==> src/afu_params.svh <==
/*
 * Sizes and credit limits of the accelerator command path.
 * Included by the package and by the modules that size queues,
 * tags and credit counters.
 */

`ifndef AFU_PARAMS_SVH
`define AFU_PARAMS_SVH

// depth of each of the four command queues
`define AFU_CMD_QUEUE_DEPTH 8

// issue queue, almost full at depth - headroom
`define AFU_ISSUE_DEPTH     16
`define AFU_ISSUE_HEADROOM  8

// tags in flight toward the host
`define AFU_TAG_COUNT       8

// credit limits, total plus per class
`define AFU_CREDITS_TOTAL   12
`define AFU_CREDITS_READ    4
`define AFU_CREDITS_WRITE   4

`endif
==> src/afu_pkg.sv <==
/*
 * Types shared by the command and response side of the control block.
 * Modules import it inside their body and use scoped names in ports.
 */

`include "afu_params.svh"

package afu_pkg;

	// command class, also the queue index and arbiter priority
	typedef enum logic [1:0] {
		CMD_RESTART = 2'd0,
		CMD_WED     = 2'd1,
		CMD_WRITE   = 2'd2,
		CMD_READ    = 2'd3
	} cmd_kind_t;

	typedef logic [$clog2(`AFU_TAG_COUNT)-1:0] tag_t;

	// one command line, valid doubles as push strobe
	typedef struct packed {
		logic        valid;
		cmd_kind_t   kind;
		logic [31:0] address;
		logic [7:0]  cu_id;
	} cmd_line_t;

	// command as driven toward the host
	typedef struct packed {
		logic        valid;
		cmd_kind_t   kind;
		logic [31:0] address;
		logic [7:0]  cu_id;
		tag_t        tag;
	} issued_cmd_t;

	// host response, tag only
	typedef struct packed {
		logic       valid;
		tag_t       tag;
		logic [3:0] code;
	} rsp_in_t;

	// routed response toward a compute unit
	typedef struct packed {
		logic       valid;
		logic [7:0] cu_id;
		logic [3:0] code;
	} rsp_out_t;

endpackage

==> src/afu_control.sv <==
/*
 * Command side of the host interface control block.
 * Four command queues feed a fixed-priority arbiter into the issue queue;
 * commands leave with a tag when a tag and a total credit are free.
 * Host responses are routed back by tag. enabled_in gates everything.
 */

`timescale 1ns/10ps
`include "afu_params.svh"

module afu_control (
	input  logic                 clock,
	input  logic                 rstn,
	input  logic                 enabled_in,
	input  afu_pkg::cmd_line_t   restart_command_in,
	input  afu_pkg::cmd_line_t   wed_command_in,
	input  afu_pkg::cmd_line_t   write_command_in,
	input  afu_pkg::cmd_line_t   read_command_in,
	input  afu_pkg::rsp_in_t     response_in,
	output afu_pkg::issued_cmd_t command_out,
	output afu_pkg::rsp_out_t    restart_response_out,
	output afu_pkg::rsp_out_t    wed_response_out,
	output afu_pkg::rsp_out_t    write_response_out,
	output afu_pkg::rsp_out_t    read_response_out,
	output logic                 response_error,
	output logic [3:0]           queue_full
);

	import afu_pkg::*;

	logic            enabled;

	// queue side, index follows cmd_kind_t
	cmd_line_t [3:0] command_lines;
	cmd_line_t [3:0] heads;
	logic [3:0]      queue_empty;
	logic [3:0]      requests;
	logic [3:0]      grant;
	cmd_line_t       granted_line;

	// issue side
	cmd_line_t       issue_head;
	logic            issue_empty;
	logic            issue_almost_full;
	logic            issue_pop;
	tag_t            free_tag;
	logic            tag_ready;

	// credits
	logic            total_available;
	logic            read_available;
	logic            write_available;
	logic            read_returned;
	logic            write_returned;
	logic            total_returned;

	// response lookup
	logic            lookup_valid;
	tag_t            lookup_tag;
	logic            lookup_hit;
	cmd_kind_t       lookup_kind;
	logic [7:0]      lookup_cu_id;

	//////////////////////////////
	// enable
	//////////////////////////////

	always_ff @(posedge clock or negedge rstn) begin
		if (!rstn) begin
			enabled <= 1'b0;
		end else begin
			enabled <= enabled_in;
		end
	end

	//////////////////////////////
	// command queues
	//////////////////////////////

	assign command_lines[CMD_RESTART] = restart_command_in;
	assign command_lines[CMD_WED]     = wed_command_in;
	assign command_lines[CMD_WRITE]   = write_command_in;
	assign command_lines[CMD_READ]    = read_command_in;

	// filled even while disabled, drained only when enabled
	for (genvar q = 0; q < 4; q++) begin : command_queues
		sync_fifo #(
			.payload_t (cmd_line_t),
			.DEPTH     (`AFU_CMD_QUEUE_DEPTH),
			.HEADROOM  (`AFU_CMD_QUEUE_DEPTH / 2)
		) queue (
			.clock       (clock),
			.rstn        (rstn),
			.push        (command_lines[q].valid),
			.data_in     (command_lines[q]),
			.pop         (grant[q]),
			.data_out    (heads[q]),
			.empty       (queue_empty[q]),
			.full        (queue_full[q]),
			.almost_full ()
		);
	end

	//////////////////////////////
	// arbitration
	//////////////////////////////

	// hold everything while the issue queue nears full
	assign requests[CMD_RESTART] = ~queue_empty[CMD_RESTART] & ~issue_almost_full;
	assign requests[CMD_WED]     = ~queue_empty[CMD_WED] & ~issue_almost_full;
	assign requests[CMD_WRITE]   = ~queue_empty[CMD_WRITE] & ~issue_almost_full & write_available;
	assign requests[CMD_READ]    = ~queue_empty[CMD_READ] & ~issue_almost_full & read_available;

	command_arbiter arbiter (
		.clock        (clock),
		.rstn         (rstn),
		.enabled      (enabled),
		.requests     (requests),
		.heads        (heads),
		.grant        (grant),
		.granted_line (granted_line)
	);

	//////////////////////////////
	// issue queue and register
	//////////////////////////////

	sync_fifo #(
		.payload_t (cmd_line_t),
		.DEPTH     (`AFU_ISSUE_DEPTH),
		.HEADROOM  (`AFU_ISSUE_HEADROOM)
	) issue_queue (
		.clock       (clock),
		.rstn        (rstn),
		.push        (granted_line.valid),
		.data_in     (granted_line),
		.pop         (issue_pop),
		.data_out    (issue_head),
		.empty       (issue_empty),
		.full        (),
		.almost_full (issue_almost_full)
	);

	// leaves only with a tag and a total credit
	assign issue_pop = enabled & ~issue_empty & tag_ready & total_available;

	always_ff @(posedge clock or negedge rstn) begin
		if (!rstn) begin
			command_out <= '0;
		end else begin
			command_out.valid <= issue_pop;
			if (issue_pop) begin
				command_out.kind    <= issue_head.kind;
				command_out.address <= issue_head.address;
				command_out.cu_id   <= issue_head.cu_id;
				command_out.tag     <= free_tag;
			end
		end
	end

	//////////////////////////////
	// credits
	//////////////////////////////

	credit_counter #(.LIMIT(`AFU_CREDITS_TOTAL)) total_credits (
		.clock     (clock),
		.rstn      (rstn),
		.enabled   (enabled),
		.take      (issue_pop),
		.give_back (total_returned),
		.available (total_available)
	);

	// class credits taken at grant, not at issue
	credit_counter #(.LIMIT(`AFU_CREDITS_READ)) read_credits (
		.clock     (clock),
		.rstn      (rstn),
		.enabled   (enabled),
		.take      (grant[CMD_READ]),
		.give_back (read_returned),
		.available (read_available)
	);

	credit_counter #(.LIMIT(`AFU_CREDITS_WRITE)) write_credits (
		.clock     (clock),
		.rstn      (rstn),
		.enabled   (enabled),
		.take      (grant[CMD_WRITE]),
		.give_back (write_returned),
		.available (write_available)
	);

	//////////////////////////////
	// tags and responses
	//////////////////////////////

	tag_control tags (
		.clock        (clock),
		.rstn         (rstn),
		.enabled      (enabled),
		.alloc        (issue_pop),
		.alloc_kind   (issue_head.kind),
		.alloc_cu_id  (issue_head.cu_id),
		.free_tag     (free_tag),
		.tag_ready    (tag_ready),
		.lookup_valid (lookup_valid),
		.lookup_tag   (lookup_tag),
		.lookup_hit   (lookup_hit),
		.lookup_kind  (lookup_kind),
		.lookup_cu_id (lookup_cu_id)
	);

	response_control responses (
		.clock                (clock),
		.rstn                 (rstn),
		.enabled              (enabled),
		.response_in          (response_in),
		.lookup_valid         (lookup_valid),
		.lookup_tag           (lookup_tag),
		.lookup_hit           (lookup_hit),
		.lookup_kind          (lookup_kind),
		.lookup_cu_id         (lookup_cu_id),
		.read_returned        (read_returned),
		.write_returned       (write_returned),
		.total_returned       (total_returned),
		.restart_response_out (restart_response_out),
		.wed_response_out     (wed_response_out),
		.write_response_out   (write_response_out),
		.read_response_out    (read_response_out),
		.response_error       (response_error)
	);

endmodule

==> src/response_control.sv <==
/*
 * Host response path.
 * Latches the response, looks its tag up in tag control, then
 * registers it into the output of the command's kind, or flags an error
 * for an unknown tag. Credit returns pulse in the lookup cycle.
 */

`timescale 1ns/10ps

module response_control (
	input  logic               clock,
	input  logic               rstn,
	input  logic               enabled,
	input  afu_pkg::rsp_in_t   response_in,
	output logic               lookup_valid,
	output afu_pkg::tag_t      lookup_tag,
	input  logic               lookup_hit,
	input  afu_pkg::cmd_kind_t lookup_kind,
	input  logic [7:0]         lookup_cu_id,
	output logic               read_returned,
	output logic               write_returned,
	output logic               total_returned,
	output afu_pkg::rsp_out_t  restart_response_out,
	output afu_pkg::rsp_out_t  wed_response_out,
	output afu_pkg::rsp_out_t  write_response_out,
	output afu_pkg::rsp_out_t  read_response_out,
	output logic               response_error
);

	import afu_pkg::*;

	rsp_in_t  response_latched;
	rsp_out_t routed;

	//////////////////////////////
	// stage 1, latch and lookup
	//////////////////////////////

	always_ff @(posedge clock or negedge rstn) begin
		if (!rstn) begin
			response_latched <= '0;
		end else if (!enabled) begin
			// responses dropped while disabled
			response_latched.valid <= 1'b0;
		end else begin
			response_latched <= response_in;
		end
	end

	assign lookup_valid = response_latched.valid;
	assign lookup_tag   = response_latched.tag;

	// one credit back per known response
	assign total_returned = lookup_hit;
	assign read_returned  = lookup_hit & (lookup_kind == CMD_READ);
	assign write_returned = lookup_hit & (lookup_kind == CMD_WRITE);

	always_comb begin
		routed.valid = lookup_hit;
		routed.cu_id = lookup_cu_id;
		routed.code  = response_latched.code;
	end

	//////////////////////////////
	// stage 2, routed outputs
	//////////////////////////////

	always_ff @(posedge clock or negedge rstn) begin
		if (!rstn) begin
			restart_response_out <= '0;
			wed_response_out     <= '0;
			write_response_out   <= '0;
			read_response_out    <= '0;
			response_error       <= 1'b0;
		end else begin
			// default, all quiet
			restart_response_out.valid <= 1'b0;
			wed_response_out.valid     <= 1'b0;
			write_response_out.valid   <= 1'b0;
			read_response_out.valid    <= 1'b0;
			if (enabled && lookup_hit) begin
				case (lookup_kind)
					CMD_RESTART: restart_response_out <= routed;
					CMD_WED:     wed_response_out     <= routed;
					CMD_WRITE:   write_response_out   <= routed;
					default:     read_response_out    <= routed;
				endcase
			end
			// unknown tag
			response_error <= enabled & response_latched.valid & ~lookup_hit;
		end
	end

endmodule

==> src/tag_control.sv <==
/*
 * Tag pool for commands in flight.
 * Allocation takes the lowest free tag and records kind and cu_id;
 * a response lookup returns the record in the same cycle and frees it.
 */

`timescale 1ns/10ps
`include "afu_params.svh"

module tag_control (
	input  logic               clock,
	input  logic               rstn,
	input  logic               enabled,
	input  logic               alloc,
	input  afu_pkg::cmd_kind_t alloc_kind,
	input  logic [7:0]         alloc_cu_id,
	output afu_pkg::tag_t      free_tag,
	output logic               tag_ready,
	input  logic               lookup_valid,
	input  afu_pkg::tag_t      lookup_tag,
	output logic               lookup_hit,
	output afu_pkg::cmd_kind_t lookup_kind,
	output logic [7:0]         lookup_cu_id
);

	import afu_pkg::*;

	localparam int TAG_COUNT = `AFU_TAG_COUNT;

	logic [TAG_COUNT-1:0] in_flight;
	cmd_kind_t            kind_mem [TAG_COUNT];
	logic [7:0]           cu_id_mem [TAG_COUNT];

	//////////////////////////////
	// free tag search
	//////////////////////////////

	// walk down so the lowest clear bit is kept
	always_comb begin
		free_tag = '0;
		for (int i = TAG_COUNT - 1; i >= 0; i--) begin
			if (!in_flight[i]) begin
				free_tag = tag_t'(i);
			end
		end
	end

	assign tag_ready = ~&in_flight;

	//////////////////////////////
	// lookup
	//////////////////////////////

	// a free tag never hits
	assign lookup_hit   = lookup_valid & in_flight[lookup_tag];
	assign lookup_kind  = kind_mem[lookup_tag];
	assign lookup_cu_id = cu_id_mem[lookup_tag];

	//////////////////////////////
	// bitmap and records
	//////////////////////////////

	always_ff @(posedge clock or negedge rstn) begin
		if (!rstn) begin
			in_flight <= '0;
		end else if (!enabled) begin
			// credits reload while disabled, so tags go too
			in_flight <= '0;
		end else begin
			// alloc and hit never name the same tag
			if (alloc) begin
				in_flight[free_tag] <= 1'b1;
			end
			if (lookup_hit) begin
				in_flight[lookup_tag] <= 1'b0;
			end
		end
	end

	// per-tag record
	always_ff @(posedge clock) begin
		if (alloc) begin
			kind_mem[free_tag]  <= alloc_kind;
			cu_id_mem[free_tag] <= alloc_cu_id;
		end
	end

endmodule

==> src/credit_counter.sv <==
/*
 * Credit count between zero and LIMIT.
 * take lowers it, give_back raises it, both together hold it.
 * Reloads LIMIT while the block is disabled.
 */

`timescale 1ns/10ps

module credit_counter #(
	parameter int LIMIT = 4
) (
	input  logic clock,
	input  logic rstn,
	input  logic enabled,
	input  logic take,
	input  logic give_back,
	output logic available
);

	localparam int CNT_W = $clog2(LIMIT + 1);

	logic [CNT_W-1:0] count;
	logic             at_zero;
	logic             at_limit;

	assign at_zero   = (count == '0);
	assign at_limit  = (count == CNT_W'(LIMIT));
	assign available = ~at_zero;

	always_ff @(posedge clock or negedge rstn) begin
		if (!rstn) begin
			count <= CNT_W'(LIMIT);
		end else if (!enabled) begin
			// idle block owns every credit
			count <= CNT_W'(LIMIT);
		end else if (take && !give_back) begin
			// saturate, a take at zero is a caller bug
			if (!at_zero) begin
				count <= count - 1'b1;
			end
		end else if (give_back && !take) begin
			if (!at_limit) begin
				count <= count + 1'b1;
			end
		end
	end

endmodule

==> src/command_arbiter.sv <==
/*
 * Fixed-priority pick among the four command queues.
 * Grant is a same-cycle pop pulse; the granted line is registered
 * and pushed into the issue queue on the next cycle.
 */

`timescale 1ns/10ps

module command_arbiter (
	input  logic                      clock,
	input  logic                      rstn,
	input  logic                      enabled,
	input  logic [3:0]                requests,
	input  afu_pkg::cmd_line_t [3:0]  heads,
	output logic [3:0]                grant,
	output afu_pkg::cmd_line_t        granted_line
);

	import afu_pkg::*;

	cmd_line_t selected;

	// lowest set bit wins, index 0 is restart
	assign grant = enabled ? (requests & (~requests + 4'd1)) : 4'd0;

	// one-hot mux of the head lines
	always_comb begin
		selected = '0;
		for (int i = 0; i < 4; i++) begin
			if (grant[i]) begin
				selected = heads[i];
			end
		end
		selected.valid = |grant;
	end

	//////////////////////////////
	// registered grant line
	//////////////////////////////

	always_ff @(posedge clock or negedge rstn) begin
		if (!rstn) begin
			granted_line <= '0;
		end else if (!enabled) begin
			granted_line.valid <= 1'b0;
		end else begin
			// valid drops on idle cycles
			granted_line <= selected;
		end
	end

endmodule

==> src/sync_fifo.sv <==
/*
 * Show-ahead synchronous FIFO, payload chosen by a type parameter.
 * Head entry is visible on data_out while not empty; push when full
 * and pop when empty are ignored.
 */

`timescale 1ns/10ps
`include "afu_params.svh"

module sync_fifo #(
	parameter type payload_t = logic,
	parameter int  DEPTH     = `AFU_ISSUE_DEPTH,
	parameter int  HEADROOM  = `AFU_ISSUE_HEADROOM
) (
	input  logic     clock,
	input  logic     rstn,
	input  logic     push,
	input  payload_t data_in,
	input  logic     pop,
	output payload_t data_out,
	output logic     empty,
	output logic     full,
	output logic     almost_full
);

	localparam int PTR_W = (DEPTH > 1) ? $clog2(DEPTH) : 1;
	localparam int CNT_W = $clog2(DEPTH + 1);

	payload_t         mem [DEPTH];
	logic [PTR_W-1:0] wr_ptr;
	logic [PTR_W-1:0] rd_ptr;
	logic [CNT_W-1:0] count;
	logic             do_push;
	logic             do_pop;

	// wrap explicitly, depth need not be a power of two
	function automatic logic [PTR_W-1:0] next_ptr(input logic [PTR_W-1:0] ptr);
		return (ptr == PTR_W'(DEPTH - 1)) ? '0 : ptr + 1'b1;
	endfunction

	assign do_push     = push & ~full;
	assign do_pop      = pop & ~empty;
	assign empty       = (count == '0);
	assign full        = (count == CNT_W'(DEPTH));
	assign almost_full = (count >= CNT_W'(DEPTH - HEADROOM));

	// show-ahead head
	assign data_out = mem[rd_ptr];

	// storage, no reset
	always_ff @(posedge clock) begin
		if (do_push) begin
			mem[wr_ptr] <= data_in;
		end
	end

	always_ff @(posedge clock or negedge rstn) begin
		if (!rstn) begin
			wr_ptr <= '0;
			rd_ptr <= '0;
			count  <= '0;
		end else begin
			if (do_push) begin
				wr_ptr <= next_ptr(wr_ptr);
			end
			if (do_pop) begin
				rd_ptr <= next_ptr(rd_ptr);
			end
			// both in one cycle leaves the count alone
			case ({do_push, do_pop})
				2'b10:   count <= count + 1'b1;
				2'b01:   count <= count - 1'b1;
				default: count <= count;
			endcase
		end
	end

endmodule

==> config.mk <==
export PLATFORM = sky130hd
export DESIGN_NAME = afu_control
export DESIGN_NICKNAME = d
export VERILOG_FILES = /design/src/afu_pkg.sv /design/src/afu_control.sv /design/src/response_control.sv /design/src/tag_control.sv /design/src/credit_counter.sv /design/src/command_arbiter.sv /design/src/sync_fifo.sv
export VERILOG_INCLUDE_DIRS = /design/src /design/src/src
export SDC_FILE = /design/constraint.sdc
export NUM_CORES = 2
export LEC_CHECK = 0
export BUFFER_PORTS_ARGS = -buffer_cell sky130_fd_sc_hd__buf_2
export CAP_MARGIN = 20
export CORE_ASPECT_RATIO = 1.75
export CORE_UTILIZATION = 29
export CTS_CLUSTER_SIZE = 25
export DETAILED_ROUTE_END_ITERATION = 10
export PLACE_DENSITY = 0.46
export SYNTH_ARGS = -nofsm -noshare
export SYNTH_HDL_FRONTEND = slang
export SYNTH_SLANG_ARGS = --single-unit
==> constraint.sdc <==
create_clock -name clock -period 5.1 [get_ports clock]
set_clock_uncertainty 0.05 [all_clocks]
set_input_delay 1.02 -clock clock [delete_from_list [all_inputs] [get_ports clock]]
set_output_delay 1.02 -clock clock [all_outputs]
set_load 0.05 [all_outputs]
# After elaboration in Yosys (flattened, before gate mapping)
# Memory sizes are Yosys's and may differ from the RTL's.
# Index checks and enable logic that the tools add are counted.
totals:
  reg_bits: 222
  output_inout_bits: 103
  word_cells: 284
  n_memories: 7
  ramBits: 2144
classes:
  eq_ne: 40
  n_reduce_logical: 40
  addsub: 27
  bitwise: 45
  n_mux: 75
  n_lt_le_gt_ge: 5
mem_list:
  columns: ["name", "depth", "width", "read_ports", "rd_clocked_by_memory_dff", "write_ports", "line", "rtl"]
  rows:
  - ["issue_queue.mem", 16, 43, 1, 0, 1, "sync_fifo.sv:29", "payload_t mem [DEPTH];"]
  - ["command_queues[0].queue.mem", 8, 43, 1, 0, 1, "sync_fifo.sv:29", null]
  - ["command_queues[1].queue.mem", 8, 43, 1, 0, 1, "sync_fifo.sv:29", null]
  - ["command_queues[2].queue.mem", 8, 43, 1, 0, 1, "sync_fifo.sv:29", null]
  - ["command_queues[3].queue.mem", 8, 43, 1, 0, 1, "sync_fifo.sv:29", null]
  - ["tags.cu_id_mem", 8, 8, 1, 0, 1, "tag_control.sv:32", "logic [7:0] cu_id_mem [TAG_COUNT];"]
  - ["+1 memories", null, null, null, null, null, null, null]
ops:
  columns: ["cell", "count"]
  rows:
  - ["two-way mux 42 bit", 4]
  - ["two-way mux 13 bit", 8]
  - ["two-way mux 3 bit", 26]
  - ["adder 4 x 1 -> 4 bit, second input constant", 8]
  - ["two-way mux 4 bit", 8]
  - ["two-way mux 8 bit", 4]
  - ["one-hot mux 4 bit (2 select lines)", 4]
  - ["adder 3 x 1 -> 3 bit, second input constant", 10]
  - ["equality test 3 bit, second input constant", 10]
  - ["equality test 4 bit, second input constant", 7]
  - ["AND 1 bit", 24]
  - ["logical NOT 4 bit", 5]
  - ["subtractor 4 x 1 -> 4 bit, second input constant", 5]
  - ["!= test 3 bit, second input constant", 6]
  - ["two-way mux 1 bit", 17]
  - ["inverter 1 bit", 16]
  - ["equality test 2 bit, second input constant", 7]
  - ["equality test 2 x 1 -> 1 bit, second input constant", 6]
  - ["one-hot mux 5 bit (2 select lines)", 1]
  - ["nonzero test 2 bit", 5]
  - ["logical AND 1 bit", 9]
  - ["!= test 3 x 1 -> 1 bit, second input constant", 3]
  - ["AND reduction 3 bit", 3]
  - ["AND 8 bit", 1]
  - ["other kinds (21)", 35]

# Logic depth before layout (Yosys ltp)
logic_depth:
  depth_word: 18
  mapped_depth: 14
  depth_no_buf: 11

# Modules after synthesis
# From an unflattened synthesis, not the netlist that was laid out.
unflattened:
  hier_cells: 4415
  hier_area_um2: 93647.3
by_module_without_submodules:
  columns: ["module", "area_per_inst_um2", "cells_per_inst", "instances"]
  rows:
  - ["sync_fifo at command_queues[1].queue ...", 13650.6, 569, 2]
  - ["sync_fifo at issue_queue", 27017.2, 1243, 1]
  - ["sync_fifo at command_queues[0].queue", 13649.3, 567, 1]
  - ["sync_fifo at command_queues[3].queue", 13643.1, 567, 1]
  - ["tag_control", 3619.7, 190, 1]
  - ["command_arbiter", 3369.5, 383, 1]
  - ["response_control", 2287.2, 138, 1]
  - ["afu_control", 1955.6, 103, 1]
  - ["credit_counter at read_credits ...", 259.0, 28, 2]
  - ["credit_counter at total_credits", 286.5, 30, 1]

# Worst setup path before layout
# No wires, ideal clock.
synth_path:
  kind: "input-to-reg"
  startpoint: "input port read_command_in[42] in the netlist's numbering"
  endpoint: "memory command_queues[3].queue.mem[0][0] in the netlist's numbering, enable pin"
  n_path_buf: 0
  t_arrival_ns: 5.231
  setup_time_ns: 0.546
  slack_ns: -0.728
  cell_stages: 2
  cell_sequence: "nand2_1 > nor4_1"
synth_via:
  elab_chain_len: 3
synth_lines:
  columns: ["element", "line", "rtl"]
  rows:
  - ["from (decl)", "afu_control.sv:18", "input afu_pkg::cmd_line_t read_command_in,"]
  - ["AND 1 bit", "sync_fifo.sv:41", "assign do_push = push & ~full;"]
  - ["two-way mux 1 bit", "sync_fifo.sv:52", "if (do_push) begin"]
  - ["two-way mux 1 bit (not written as such)", "sync_fifo.sv:53", "mem[wr_ptr] <= data_in;"]
  - ["to (decl)", "sync_fifo.sv:29", null]
# No other way between the ends.

# Worst setup path in the final report
layout_path:
  startpoint: "register responses.response_latched, in the netlist responses.lookup_tag[0]"
  endpoint: "register write_credits.count[2]"
layout_via:
  elab_chain_len: 8
  word_cells_on_any_way: 15
layout_lines:
  columns: ["element", "line", "rtl"]
  rows:
  - ["from (decl)", "response_control.sv:32", "rsp_in_t response_latched;"]
  - ["from (signal assigned)", "response_control.sv:46", "response_latched <= response_in;"]
  - ["binary-select mux 1 bit (select 3 bit)", "tag_control.sv:55", "assign lookup_hit = lookup_valid & in_flight[lookup_tag];"]
  - ["two-way mux 1 bit (not written as such)", "tag_control.sv:55", null]
  - ["AND 1 bit", "tag_control.sv:55", null]
  - ["AND 1 bit *", "response_control.sv:56", "assign write_returned = lookup_hit & (lookup_kind == CMD_WRITE);"]
  - ["logical NOT 1 bit", "credit_counter.sv:36", "end else if (take && !give_back) begin"]
  - ["logical AND 1 bit", "credit_counter.sv:36", null]
  - ["!= test 3 bit (no source line) (tied with other cells)", null, null]
  - ["AND reduction 3 bit (no source line) or two-way mux 3 bit (tied branches)", null, null]
  - ["to (signal assigned)", "credit_counter.sv:35", "count <= CNT_W'(LIMIT);"]
  - ["to (signal assigned)", "credit_counter.sv:39", "count <= count - 1'b1;"]
  - ["to (signal assigned)", "credit_counter.sv:43", "count <= count + 1'b1;"]
  - ["to (decl)", "credit_counter.sv:22", "logic [CNT_W-1:0] count;"]
# Mark *: on every way between the ends. The rest lies on a longest branch, timed or not. The select of a mux whose other input is x is not followed.
# A chain may end at the register's enable or synchronous reset.

==> run metrics <==
status=complete, no violations; library cells used by synthesis=66; DRT antenna net count=0; pwr dens=between 500 and 600 nW/um2; Worst VDD drop=0.3007 mV; die height=about 740 um; antenna violations before repair=101; multi-input logic area=just over 20,000 um2; Max Fclk=about 0.28 GHz; clk_lat worst skew=0.87 ns; EDFF count, synth=2,096; Pre-Repair DR Iteration Count=5; area share of the largest cell type after synthesis=70.50%; Max Cap Violations=0; slowest CP cell=dfrtp_2; Slew Limit Headroom=27.02%; Post-CTS Hold Buffers=0; Critical Path Fanout Max=17; sequential cell area=68,550 um2; CP Data Arrival Time=approximately 4.3 ns; layer with the highest usage=met2; WHS=0.1118 ns; core area=306,300 um2; sequential-to-total area share from yosys stat=76.73%; CTS tree=done; Slew @ Worst Pin=1.089 ns; mapped cell area=89,280 um2; Clock Sinks=about 2,300; DR vias/cell=4.768; vias in the first global route=45,680; nature of the critical path endpoint=flip-flop; first-pass GRT wire length=354,900 um; clock buffer count from CTS=216; setup_tns=0 ns; worst stage delay on the critical path=between 0.5 and 0.6 ns; synth cell count leaders=edfxtp_1, mux4_2, mux2i_1; Register-to-Register Path Depth=10; RSZ-0062 raised after global routing=no; worst path cell trace=buf_4 > mux4_2 > mux2_2 > nand2_1 > nor2_1 > nor2_1 > fa_1 > or3_1 > mux4_2 > nand2_1; Data required, critical path=~5.8 ns; nets@finish=4,953; synthesis-to-layout area growth=16.13%; M1 GR Usage=18.09%; Tot GR Track Use=15.96%; Setup Buffers After CTS=0; DR WL/cell=27.85 um; setup violators final=0; GPL Wtd Cong=0.7484; Post-Synthesis Cells=4,294; Synth Area per Inst=about 21 um2; port buffer count=roughly 290; die width=421.4 um; met3 usage=2.970%; Slew Limit Fails=0; synth top area cells=edfxtp_1, mux4_2, dfrtp_1, mux2i_1, mux2_2; Final Critical Period=about 3.6 ns; DRC=0; DRT Wirelength=250,000 um; post-cts repair resize count=0; fillers=roughly 29,000; Post-Syn Nets=approximately 4,500; min-delay worst type=primary input to async pin; grt met2 use=30.06%; startpoint types=flip-flop; Root Driver=clkbuf_16; Overall Power=about 56 mW; RR Endpoint=write_credits.count[2]; leakage power=33.67 nW; largest net degree at the start of global routing=65; CTS max path bufs=4; H-tree lvl count=4; leading register cell type out of synthesis=edfxtp_1; top-count cell post-synth=edfxtp_1; Clock Pin Slew Worst Setup and Hold Paths=0.07 ns; Overflow after GRT=0; leading area contributor after synthesis=edfxtp_1; dpl hpwl=159,000 um; crit path kind=flip-flop to flip-flop; routed via count=42,810; drt initial violations=approximately 2,600; FFs w/ async S/R, synth=a little under a tenth; Initial Util=29.15%; Final Hold Viols=0; r2r setup slk=1.50 ns; layout cells sized above 1=27.80%; Reg-to-Reg Start=responses.lookup_tag[0]; Final period util=70.49%; Synth Register Bits=2,318; Die Area=310,200 um2; yosys warns=0; Rows=269; I/O pins=286
[kinds of logic after synthesis]
kind of cell	count (synthesis)	synth area share, %
fa+ha+maj	46	0.7035
mux	874	16.18
flops	2318	76.73
xor+xnor	26	0.2551
compound gates	452	3.330
buf+inv	259	1.191
simple gates	319	1.617
[metal layers]
metal	up-vias	share of wire (%)
li1	18540	-
met1	22930	37
met2	835	54
met3	433	4.9
met4	70	3.2
met5	-	0.18
[how the worst max path moves through the flow]
stage	depth (start not counted)	start	slack [ns]	end
2_1_floorplan	2	read_command_in[42]	0.39	command_queues[3].queue.mem[2][0]
3_3_place_gp	12	issue_queue.count[3]	1.46	issue_queue.count[4]
3_5_place_dp	10	responses.lookup_tag[0]	1.48	write_credits.count[2]
4_1_cts	10	responses.lookup_tag[0]	1.46	write_credits.count[2]
5_1_grt	10	responses.lookup_tag[0]	1.22	write_credits.count[2]
6_report	10	responses.lookup_tag[0]	1.50	write_credits.count[2]
[power by group]
| part | switching, mW | total, mW | leakage, nW | internal (mW) |
|---|---|---|---|---|
| sequential | 2.36 | 26.7 | 21.9 | 24.3 |
| clock | 7.13 | 16.3 | 3.39 | 9.20 |
| combinational | 7.62 | 12.5 | 8.34 | 4.91 |
| total | 17.1 | 55.6 | 33.7 | 38.5 |
[through the flow]
step,area [um2],cells,setup WS (ns),utilization (%)
after floorplan,89300,4294,0.3943,-
after global routing,103600,8959,1.221,33.84
final,103700,8978,1.505,33.85
after global placement,96640,8570,1.460,31.55
after CTS,103600,8957,1.460,33.83
after detailed placement,96660,8571,1.479,31.56
[layout by cell type (no fill, tap or decap), types with 32 or more instances in the layout]
master | synthesis | final
mux2_1 | 48 | 48
mux4_2 | 442 | 442
o21ai_1 | 46 | 46
mux2_2 | 80 | 80
a211oi_1 | 43 | 43
clkbuf_16 | 0 | 217
dfrtp_1 | 218 | 201
mux2i_1 | 303 | 303
o21ai_0 | 66 | 66
o221ai_1 | 32 | 32
clkbuf_1 | 117 | 52
nand2_1 | 119 | 118
ha_1 | 39 | 39
buf_4 | 7 | 137
a21boi_0 | 34 | 34
nor2_1 | 95 | 69
o31ai_1 | 36 | 36
edfxtp_1 | 2096 | 2096
o22ai_1 | 78 | 77
buf_2 | 52 | 284
a21oi_1 | 55 | 55
[registers in the layout, summed over array words and instances, names as in the netlist, 4 cells and up]
register and cells:
command_queues.queue.rd_ptr 12, command_queues.queue.count 16, issue_queue.count 5, responses.wed_response_out 13, total_credits.count 4, tags.cu_id_mem 64, tags.kind_mem 16, command_out 46
command_queues.queue.wr_ptr 12, arbiter.granted_line 43, tags.in_flight 8, issue_queue.mem 672, responses.response_latched 4, responses.restart_response_out 13, issue_queue.wr_ptr 4, issue_queue.rd_ptr 4
responses.write_response_out 13, responses.read_response_out 13, command_queues.queue.mem 1344
[layout make-up]
type,instances,share of cell area [%]
timing repair buffer,439,2.701
antenna,21,0.05069
multi-input combinational,1717,19.39
inverter,32,0.1159
clock buffer,288,5.678
clock inverter,98,1.041
tap,4065,4.906
sequential,2318,66.12
[critical path: cells and delay by family (launching register included)]
kind	cells	cell delay, ns
fa+ha+maj	1	0.43
simple gates	5	1.06
mux	3	0.97
flops	1	0.58
buf+inv	1	0.43
No activity file was read; power rests on OpenSTA's default activity.
